===== config.mk =====
export PLATFORM = sky130hd
export DESIGN_NAME = rv_decoder
export DESIGN_NICKNAME = d
export VERILOG_FILES = /design/src/source/rv_decoder_pkg.sv /design/src/source/rv_decoder.sv /design/src/source/rv_decode_reg.sv /design/src/source/rv_imm_gen.sv /design/src/source/rv_op_decode.sv
export VERILOG_INCLUDE_DIRS = /design/src /design/src/source
export SDC_FILE = /design/constraint.sdc
export NUM_CORES = 1
export LEC_CHECK = 0
export BUFFER_PORTS_ARGS = -buffer_cell sky130_fd_sc_hd__buf_4
export CAP_MARGIN = 20
export CORE_MARGIN = 3
export CORE_UTILIZATION = 40
export DETAILED_ROUTE_END_ITERATION = 7
export GPL_TIMING_DRIVEN = 1
export PLACE_DENSITY_LB_ADDON = 0.2
export SYNTH_ARGS = -nofsm -noshare
export SYNTH_HDL_FRONTEND = slang
export SYNTH_HIERARCHICAL = 1
export SYNTH_SLANG_ARGS = --single-unit

===== constraint.sdc =====
create_clock -name clk -period 9.7 [get_ports clk]
set_clock_uncertainty 0.05 [all_clocks]
set_input_delay 1.455 -clock clk [delete_from_list [all_inputs] [get_ports clk]]
set_output_delay 1.455 -clock clk [all_outputs]
set_load 0.02 [all_outputs]

===== src/source/rv_decoder_defs.svh =====
`ifndef RV_DECODER_DEFS_SVH
`define RV_DECODER_DEFS_SVH

// data and pc width
`define RV_XLEN 32

// register index width
`define RV_REG_W 5

// funct7 values seen in legal RV32IM encodings
`define RV_F7_BASE 7'b0000000

// sub, sra, srai
`define RV_F7_ALT 7'b0100000

// M extension
`define RV_F7_MULDIV 7'b0000001

// fixed upper fields of the system instructions
`define RV_SYS_ECALL 12'h000
`define RV_SYS_EBREAK 12'h001

`endif

===== src/source/rv_decoder_pkg.sv =====
package rv_decoder_pkg;

   // instruction formats
   typedef enum logic [2:0] {
      FMT_R,
      FMT_I,
      FMT_S,
      FMT_B,
      FMT_U,
      FMT_J,
      FMT_NONE
   } rv_fmt_e;

   // major opcodes, bits 6:0 of the word
   typedef enum logic [6:0] {
      OPC_LUI      = 7'b0110111,
      OPC_AUIPC    = 7'b0010111,
      OPC_JAL      = 7'b1101111,
      OPC_JALR     = 7'b1100111,
      OPC_BRANCH   = 7'b1100011,
      OPC_LOAD     = 7'b0000011,
      OPC_STORE    = 7'b0100011,
      OPC_OP_IMM   = 7'b0010011,
      OPC_OP       = 7'b0110011,
      OPC_MISC_MEM = 7'b0001111,
      OPC_SYSTEM   = 7'b1110011
   } rv_opcode_e;

   // decoded operation, zero means no match
   typedef enum logic [5:0] {
      OP_ILLEGAL = 6'd0,
      // upper immediate and jumps
      OP_LUI, OP_AUIPC,
      OP_JAL, OP_JALR,
      // conditional branches
      OP_BEQ, OP_BNE, OP_BLT,
      OP_BGE, OP_BLTU, OP_BGEU,
      // loads and stores
      OP_LB, OP_LH, OP_LW,
      OP_LBU, OP_LHU,
      OP_SB, OP_SH, OP_SW,
      // register-immediate
      OP_ADDI, OP_SLTI, OP_SLTIU,
      OP_XORI, OP_ORI, OP_ANDI,
      OP_SLLI, OP_SRLI, OP_SRAI,
      // register-register
      OP_ADD, OP_SUB, OP_SLL,
      OP_SLT, OP_SLTU, OP_XOR,
      OP_SRL, OP_SRA, OP_OR,
      OP_AND,
      // ordering and environment
      OP_FENCE, OP_FENCE_I,
      OP_ECALL, OP_EBREAK,
      // rv32m
      OP_MUL, OP_MULH, OP_MULHSU,
      OP_MULHU, OP_DIV, OP_DIVU,
      OP_REM, OP_REMU
   } rv_op_e;

endpackage


===== src/source/rv_decoder.sv =====
`include "rv_decoder_defs.svh"

module rv_decoder (
   input  logic                   clk,
   input  logic                   rstn,
   input  logic                   in_valid,
   output logic                   in_ready,
   input  logic [`RV_XLEN-1:0]    in_instr,
   input  logic [`RV_XLEN-1:0]    in_pc,
   output logic [`RV_REG_W-1:0]   rf_rs1,
   output logic [`RV_REG_W-1:0]   rf_rs2,
   output logic                   out_valid,
   input  logic                   out_ready,
   output rv_decoder_pkg::rv_op_e out_op,
   output logic [`RV_REG_W-1:0]   out_rd,
   output logic [`RV_REG_W-1:0]   out_rs1,
   output logic [`RV_REG_W-1:0]   out_rs2,
   output logic [`RV_XLEN-1:0]    out_imm,
   output logic [`RV_XLEN-1:0]    out_pc,
   output logic                   out_is_load,
   output logic                   out_is_store,
   output logic                   out_is_branch,
   output logic                   out_writes_reg,
   output logic                   out_legal
);

   import rv_decoder_pkg::*;

   rv_op_e                op;
   rv_fmt_e               fmt;
   logic [`RV_XLEN-1:0]   imm;
   logic [`RV_REG_W-1:0]  rd;
   logic [`RV_REG_W-1:0]  rs1;
   logic [`RV_REG_W-1:0]  rs2;
   logic                  is_load;
   logic                  is_store;
   logic                  is_branch;
   logic                  writes_reg;
   logic                  legal;

   // lookahead for the register file, unregistered
   assign rf_rs1 = in_instr[19:15];
   assign rf_rs2 = in_instr[24:20];

   // zero fields the format does not carry
   assign rd  = (fmt inside {FMT_R, FMT_I, FMT_U, FMT_J}) ? in_instr[11:7] : '0;
   assign rs1 = (fmt inside {FMT_R, FMT_I, FMT_S, FMT_B}) ? in_instr[19:15] : '0;
   assign rs2 = (fmt inside {FMT_R, FMT_S, FMT_B}) ? in_instr[24:20] : '0;

   rv_op_decode u_op_decode (
      .instr      (in_instr),
      .op         (op),
      .fmt        (fmt),
      .is_load    (is_load),
      .is_store   (is_store),
      .is_branch  (is_branch),
      .writes_reg (writes_reg),
      .legal      (legal)
   );

   rv_imm_gen u_imm_gen (
      .instr (in_instr),
      .fmt   (fmt),
      .imm   (imm)
   );

   rv_decode_reg u_decode_reg (
      .clk            (clk),
      .rstn           (rstn),
      .in_valid       (in_valid),
      .in_ready       (in_ready),
      .op             (op),
      .rd             (rd),
      .rs1            (rs1),
      .rs2            (rs2),
      .imm            (imm),
      .pc             (in_pc),
      .is_load        (is_load),
      .is_store       (is_store),
      .is_branch      (is_branch),
      .writes_reg     (writes_reg),
      .legal          (legal),
      .out_valid      (out_valid),
      .out_ready      (out_ready),
      .out_op         (out_op),
      .out_rd         (out_rd),
      .out_rs1        (out_rs1),
      .out_rs2        (out_rs2),
      .out_imm        (out_imm),
      .out_pc         (out_pc),
      .out_is_load    (out_is_load),
      .out_is_store   (out_is_store),
      .out_is_branch  (out_is_branch),
      .out_writes_reg (out_writes_reg),
      .out_legal      (out_legal)
   );

endmodule


===== src/source/rv_decode_reg.sv =====
`include "rv_decoder_defs.svh"

module rv_decode_reg (
   input  logic                   clk,
   input  logic                   rstn,
   input  logic                   in_valid,
   output logic                   in_ready,
   input  rv_decoder_pkg::rv_op_e op,
   input  logic [`RV_REG_W-1:0]   rd,
   input  logic [`RV_REG_W-1:0]   rs1,
   input  logic [`RV_REG_W-1:0]   rs2,
   input  logic [`RV_XLEN-1:0]    imm,
   input  logic [`RV_XLEN-1:0]    pc,
   input  logic                   is_load,
   input  logic                   is_store,
   input  logic                   is_branch,
   input  logic                   writes_reg,
   input  logic                   legal,
   output logic                   out_valid,
   input  logic                   out_ready,
   output rv_decoder_pkg::rv_op_e out_op,
   output logic [`RV_REG_W-1:0]   out_rd,
   output logic [`RV_REG_W-1:0]   out_rs1,
   output logic [`RV_REG_W-1:0]   out_rs2,
   output logic [`RV_XLEN-1:0]    out_imm,
   output logic [`RV_XLEN-1:0]    out_pc,
   output logic                   out_is_load,
   output logic                   out_is_store,
   output logic                   out_is_branch,
   output logic                   out_writes_reg,
   output logic                   out_legal
);

   import rv_decoder_pkg::*;

   logic accept;

   // slot is free when empty or draining this cycle
   assign in_ready = !out_valid || out_ready;
   assign accept   = in_valid && in_ready;

   always_ff @(posedge clk) begin
      if (rstn) begin
         out_valid <= 1'b0;
      end else if (in_ready) begin
         out_valid <= in_valid;
      end
   end

   always_ff @(posedge clk) begin
      if (accept) begin
         out_op         <= op;
         out_rd         <= rd;
         out_rs1        <= rs1;
         out_rs2        <= rs2;
         out_imm        <= imm;
         out_pc         <= pc;
         out_is_load    <= is_load;
         out_is_store   <= is_store;
         out_is_branch  <= is_branch;
         out_writes_reg <= writes_reg;
         out_legal      <= legal;
      end
   end

   a_reset_empty: assert property (@(posedge clk) rstn |=> !out_valid)
      else $error("out_valid set after reset");

   // stalled record must not move
   a_hold: assert property (@(posedge clk) disable iff (rstn)
      out_valid && !out_ready |=> out_valid &&
         $stable({out_op, out_rd, out_rs1, out_rs2, out_imm, out_pc, out_is_load,
                  out_is_store, out_is_branch, out_writes_reg, out_legal}))
      else $error("record changed under back-pressure");

   a_legal_op: assert property (@(posedge clk) disable iff (rstn)
      out_valid && out_legal |-> out_op != OP_ILLEGAL)
      else $error("legal record carries no operation");

endmodule


===== src/source/rv_imm_gen.sv =====
`include "rv_decoder_defs.svh"

module rv_imm_gen (
   input  logic [`RV_XLEN-1:0]     instr,
   input  rv_decoder_pkg::rv_fmt_e fmt,
   output logic [`RV_XLEN-1:0]     imm
);

   import rv_decoder_pkg::*;

   logic sign;

   assign sign = instr[31];

   always_comb begin
      case (fmt)
         FMT_I: begin
            imm = {{20{sign}}, instr[31:20]};
         end
         FMT_S: begin
            imm = {{20{sign}}, instr[31:25], instr[11:7]};
         end
         // branch offsets are halfword aligned
         FMT_B: begin
            imm = {{19{sign}}, instr[31], instr[7], instr[30:25], instr[11:8], 1'b0};
         end
         FMT_U: begin
            imm = {instr[31:12], 12'b0};
         end
         FMT_J: begin
            imm = {{11{sign}}, instr[31], instr[19:12], instr[20], instr[30:21], 1'b0};
         end
         // r type and unmatched words
         default: begin
            imm = '0;
         end
      endcase
   end

endmodule


===== src/source/rv_op_decode.sv =====
`include "rv_decoder_defs.svh"

module rv_op_decode (
   input  logic [`RV_XLEN-1:0]     instr,
   output rv_decoder_pkg::rv_op_e  op,
   output rv_decoder_pkg::rv_fmt_e fmt,
   output logic                    is_load,
   output logic                    is_store,
   output logic                    is_branch,
   output logic                    writes_reg,
   output logic                    legal
);

   import rv_decoder_pkg::*;

   rv_opcode_e            opc;
   logic [2:0]            funct3;
   logic [6:0]            funct7;
   logic [`RV_REG_W-1:0]  rd;
   logic [`RV_REG_W-1:0]  rs1;

   assign opc    = rv_opcode_e'(instr[6:0]);
   assign funct3 = instr[14:12];
   assign funct7 = instr[31:25];
   assign rd     = instr[11:7];
   assign rs1    = instr[19:15];

   always_comb begin
      op  = OP_ILLEGAL;
      fmt = FMT_NONE;
      case (opc)
         OPC_LUI: begin
            op  = OP_LUI;
            fmt = FMT_U;
         end
         OPC_AUIPC: begin
            op  = OP_AUIPC;
            fmt = FMT_U;
         end
         OPC_JAL: begin
            op  = OP_JAL;
            fmt = FMT_J;
         end
         OPC_JALR: begin
            fmt = FMT_I;
            if (funct3 == 3'b000) op = OP_JALR;
         end
         OPC_BRANCH: begin
            fmt = FMT_B;
            case (funct3)
               3'b000:  op = OP_BEQ;
               3'b001:  op = OP_BNE;
               3'b100:  op = OP_BLT;
               3'b101:  op = OP_BGE;
               3'b110:  op = OP_BLTU;
               3'b111:  op = OP_BGEU;
               default: op = OP_ILLEGAL;
            endcase
         end
         OPC_LOAD: begin
            fmt = FMT_I;
            case (funct3)
               3'b000:  op = OP_LB;
               3'b001:  op = OP_LH;
               3'b010:  op = OP_LW;
               3'b100:  op = OP_LBU;
               3'b101:  op = OP_LHU;
               default: op = OP_ILLEGAL;
            endcase
         end
         OPC_STORE: begin
            fmt = FMT_S;
            case (funct3)
               3'b000:  op = OP_SB;
               3'b001:  op = OP_SH;
               3'b010:  op = OP_SW;
               default: op = OP_ILLEGAL;
            endcase
         end
         OPC_OP_IMM: begin
            fmt = FMT_I;
            case (funct3)
               3'b000:  op = OP_ADDI;
               3'b010:  op = OP_SLTI;
               3'b011:  op = OP_SLTIU;
               3'b100:  op = OP_XORI;
               3'b110:  op = OP_ORI;
               3'b111:  op = OP_ANDI;
               // shift amount sits in rs2, funct7 picks the kind
               3'b001:  op = (funct7 == `RV_F7_BASE) ? OP_SLLI : OP_ILLEGAL;
               default: begin
                  if (funct7 == `RV_F7_BASE) op = OP_SRLI;
                  else if (funct7 == `RV_F7_ALT) op = OP_SRAI;
               end
            endcase
         end
         OPC_OP: begin
            fmt = FMT_R;
            if (funct7 == `RV_F7_BASE) begin
               case (funct3)
                  3'b000:  op = OP_ADD;
                  3'b001:  op = OP_SLL;
                  3'b010:  op = OP_SLT;
                  3'b011:  op = OP_SLTU;
                  3'b100:  op = OP_XOR;
                  3'b101:  op = OP_SRL;
                  3'b110:  op = OP_OR;
                  default: op = OP_AND;
               endcase
            end else if (funct7 == `RV_F7_ALT) begin
               if (funct3 == 3'b000) op = OP_SUB;
               else if (funct3 == 3'b101) op = OP_SRA;
            end else if (funct7 == `RV_F7_MULDIV) begin
               case (funct3)
                  3'b000:  op = OP_MUL;
                  3'b001:  op = OP_MULH;
                  3'b010:  op = OP_MULHSU;
                  3'b011:  op = OP_MULHU;
                  3'b100:  op = OP_DIV;
                  3'b101:  op = OP_DIVU;
                  3'b110:  op = OP_REM;
                  default: op = OP_REMU;
               endcase
            end
         end
         OPC_MISC_MEM: begin
            fmt = FMT_I;
            if (rd == '0 && rs1 == '0) begin
               if (funct3 == 3'b000) op = OP_FENCE;
               else if (funct3 == 3'b001) op = OP_FENCE_I;
            end
         end
         OPC_SYSTEM: begin
            fmt = FMT_I;
            // only ecall and ebreak remain here
            if (funct3 == 3'b000 && rd == '0 && rs1 == '0) begin
               if (instr[31:20] == `RV_SYS_ECALL) op = OP_ECALL;
               else if (instr[31:20] == `RV_SYS_EBREAK) op = OP_EBREAK;
            end
         end
         default: op = OP_ILLEGAL;
      endcase
      if (op == OP_ILLEGAL) fmt = FMT_NONE;
   end

   assign legal     = (op != OP_ILLEGAL);
   assign is_load   = op inside {OP_LB, OP_LH, OP_LW, OP_LBU, OP_LHU};
   assign is_store  = op inside {OP_SB, OP_SH, OP_SW};
   assign is_branch = op inside {OP_BEQ, OP_BNE, OP_BLT, OP_BGE, OP_BLTU, OP_BGEU};

   // no destination for these
   assign writes_reg = legal && !(is_branch || is_store ||
                                  (op inside {OP_FENCE, OP_FENCE_I, OP_ECALL, OP_EBREAK}));

endmodule


==> summary.txt <==
GRT Total Usage - 19.3%
Top post-synthesis cells by area - edfxtp_1, nand2_1, buf_4, o21ai_0, nor3b_2
Crit path DAT - 5.03 ns
Worst-margin pin slew - 0.784 ns
Hold-fix buffers, CTS - 0
Largest net degree at the start of global routing - 91
Worst hold slack - 0.461 ns
First-pass GRT wire length - 18800 microns
Distinct cell type count after synthesis - 64
CP peak stage delay - 0.63 ns
Horiz. Die Dim - 111 microns
Final Slew Violations - 0
Finished Layout Cells - 651
Final Hold Vio Count - 0
Rel. slew slack - 47.4%
Register area share after synthesis - 61.6%
Peak supply drop - 0.0000743 V
Drt pass-1 iters - 5
Layout cells sized above 1 - 41.9%
Unrepaired setup endpoints after global routing - false
PortBufs - 169
Slowest cell on crit path - a21o_1
Initial drt markers - 390
Setup WS post-layout - 4.69 ns
Power Density - 144 nW/um^2
Yosys top cell by area - edfxtp_1
DRC Markers - 0
WP buf/inv - 1
Antenna Cells - 0
Worst Hold Class - register to register
Routed wire length - 12100 microns
Fmax achieved - 200 MHz
Clock-pin slew on the worst setup and hold paths - 0.09 ns
Cells after synthesis - 360
Lkg Pwr - 0.00246 uW
Pre-CTS WS - 4.29 ns
Synth Cell Area - 4420 sq um
CP top delay family - compound AO/OA/AOI/OAI gates
Crit path required time - 9.72 ns
H-tree levels - 3
Buffer depth of the longest clock path - 2
Final nets - 578
Vias in the first global route - 3404
Clk Latency, worst-skew pair - 0.35 ns
HPWL after detailed placement - 8840 microns
I/O pin count - 170
Die area - 12300 sq um
Synth async-reset ratio - 0%
Core area - 10600 sq um
Max cap viols - 0
Clock sinks - 91
Initial Util - 41.9%
Share of the synthesized area in the top cell type - 61.1%
Total CTS buffers - 9
Yosys warning count - 6
Die height - 111 microns
Commonest non-fill, non-tap cells in the layout - buf_4, edfxtp_1, nand2_1, o21ai_0, a21oi_1
DP Cell Count - 634
Drt wl/cell - 18.6 microns
Final worst-path cycle share - 51.6%
GPL Wtd Cong - 0.904
Vias - 3543
Crit path max fanout - 26
CTS tree - built
P&R area growth vs syn - 33.4%
Row Count - 37
Register bit total from synthesis - 91
Primary FF master, synth - edfxtp_1
Worst-path cell chain - buf_4, or3_4, or3_4, a211o_1, a311o_1, nor4b_2, a21o_1, nor2b_2, o21ai_1, o21ai_0
Grt total ovfl - 0
Status - finished, final reports clean
Tot Pwr - 850 uW
Commonest non-fill, non-tap cell in the layout - buf_4
Initial antenna violation count - 0
CP Capture Type - register
Root Driver - clkbuf_8
Routed Antenna Nets - 0
CTS resizes - 0
Post-CTS Setup Repair Bufs - 0
Crit-path most repeated cell - or3_4
Vias/cell - 5.44
Largest registers - u_decode_reg/out_imm: 32 flops, u_decode_reg/out_pc: 32 flops, u_decode_reg/out_op: 6 flops
Setup-failing EPs final - 0
Worst Path Class, Setup - input pin to register
Post-synth EDFFs - 90
Post-synth net total - 428
Avg Inst Size Synth - 12.3 sq um
Setup TNS - 0 ns
Minimum clock period - 5.01 ns
CP startpoint kind - input pin
-- final timing paths --
path,cells after the start,start,slack [ns],end
setup / recovery,10,in_instr[27],4.69,u_decode_reg/out_imm[22]
hold / removal,2,u_decode_reg/out_valid,0.46,u_decode_reg/out_valid
setup reg to reg,3,u_decode_reg/out_valid,7.99,u_decode_reg/out_pc[10]
hold reg to reg,2,u_decode_reg/out_valid,0.46,u_decode_reg/out_valid
-- layout make-up --
class	instances	area (sq um)
repair buffers	172	1300
multi-input cells	229	1500
flip-flops and latches	91	2720
inverters	7	26.3
clock buffers	10	138
well taps	136	170
clock inverters	6	40.0
fillers	940	4660
-- worst min-delay path: cells and delay by family, from the launching register on --
family           cells  cell delay [ns]
AO/OA/AOI/OAI        1             0.05
flip-flops           1             0.34
AND/OR/NAND/NOR      1             0.09
-- cells by family (layout without fill, tap and decap cells) --
kind of cell | Yosys count | in the layout | synth area share, %
DFF | 91 | 91 | 61.6
AOI/OAI and AO/OA | 82 | 82 | 12.8
xor gates and xnor gates | 2 | 2 | 0.396
buffers and inverters | 40 | 195 | 4.64
and+or+nand+nor | 145 | 145 | 20.5
-- routing by layer --
metal	share of wire (%)	routed length (microns)	global-route usage, %
met3	7.4	901	4.86
met1	42	5100	25.2
met5	0	0	0
met4	1.3	159	5.52
met2	49	5960	31.9
-- power by group --
group / internal, uW / switching [uW] / total (uW) / leakage, uW
clock network: 100 / 134 / 234 / 0.0000924
logic: 63.2 / 87.7 / 151 / 0.00148
registers: 458 / 6.82 / 465 / 0.000894
-- stage by stage --
step | area [sq um] | util (%)
6_report | 5900 | 55.9
5_1_grt | 5900 | 55.9
4_1_cts | 5880 | 55.7
3_5_place_dp | 5700 | 54.0
3_3_place_gp | 5700 | 54.0
2_1_floorplan | 4420 | -
-- cells in the mapped netlist (all sizes together) (4+ instances only) --
cell,number
nor2b,13
or2,7
nor4,7
nor3b,7
edfxtp,90
inv,7
o21ai,20
nor2,13
o2111ai,4
and2b,6
buf,20
nand3b,5
nand2b,5
or3,8
clkbuf,13
o21a,4
nand3,9
and2,8
nand2,32
a21oi,15
nor3,8
a21o,9
No activity file was read; power rests on OpenSTA's default activity.
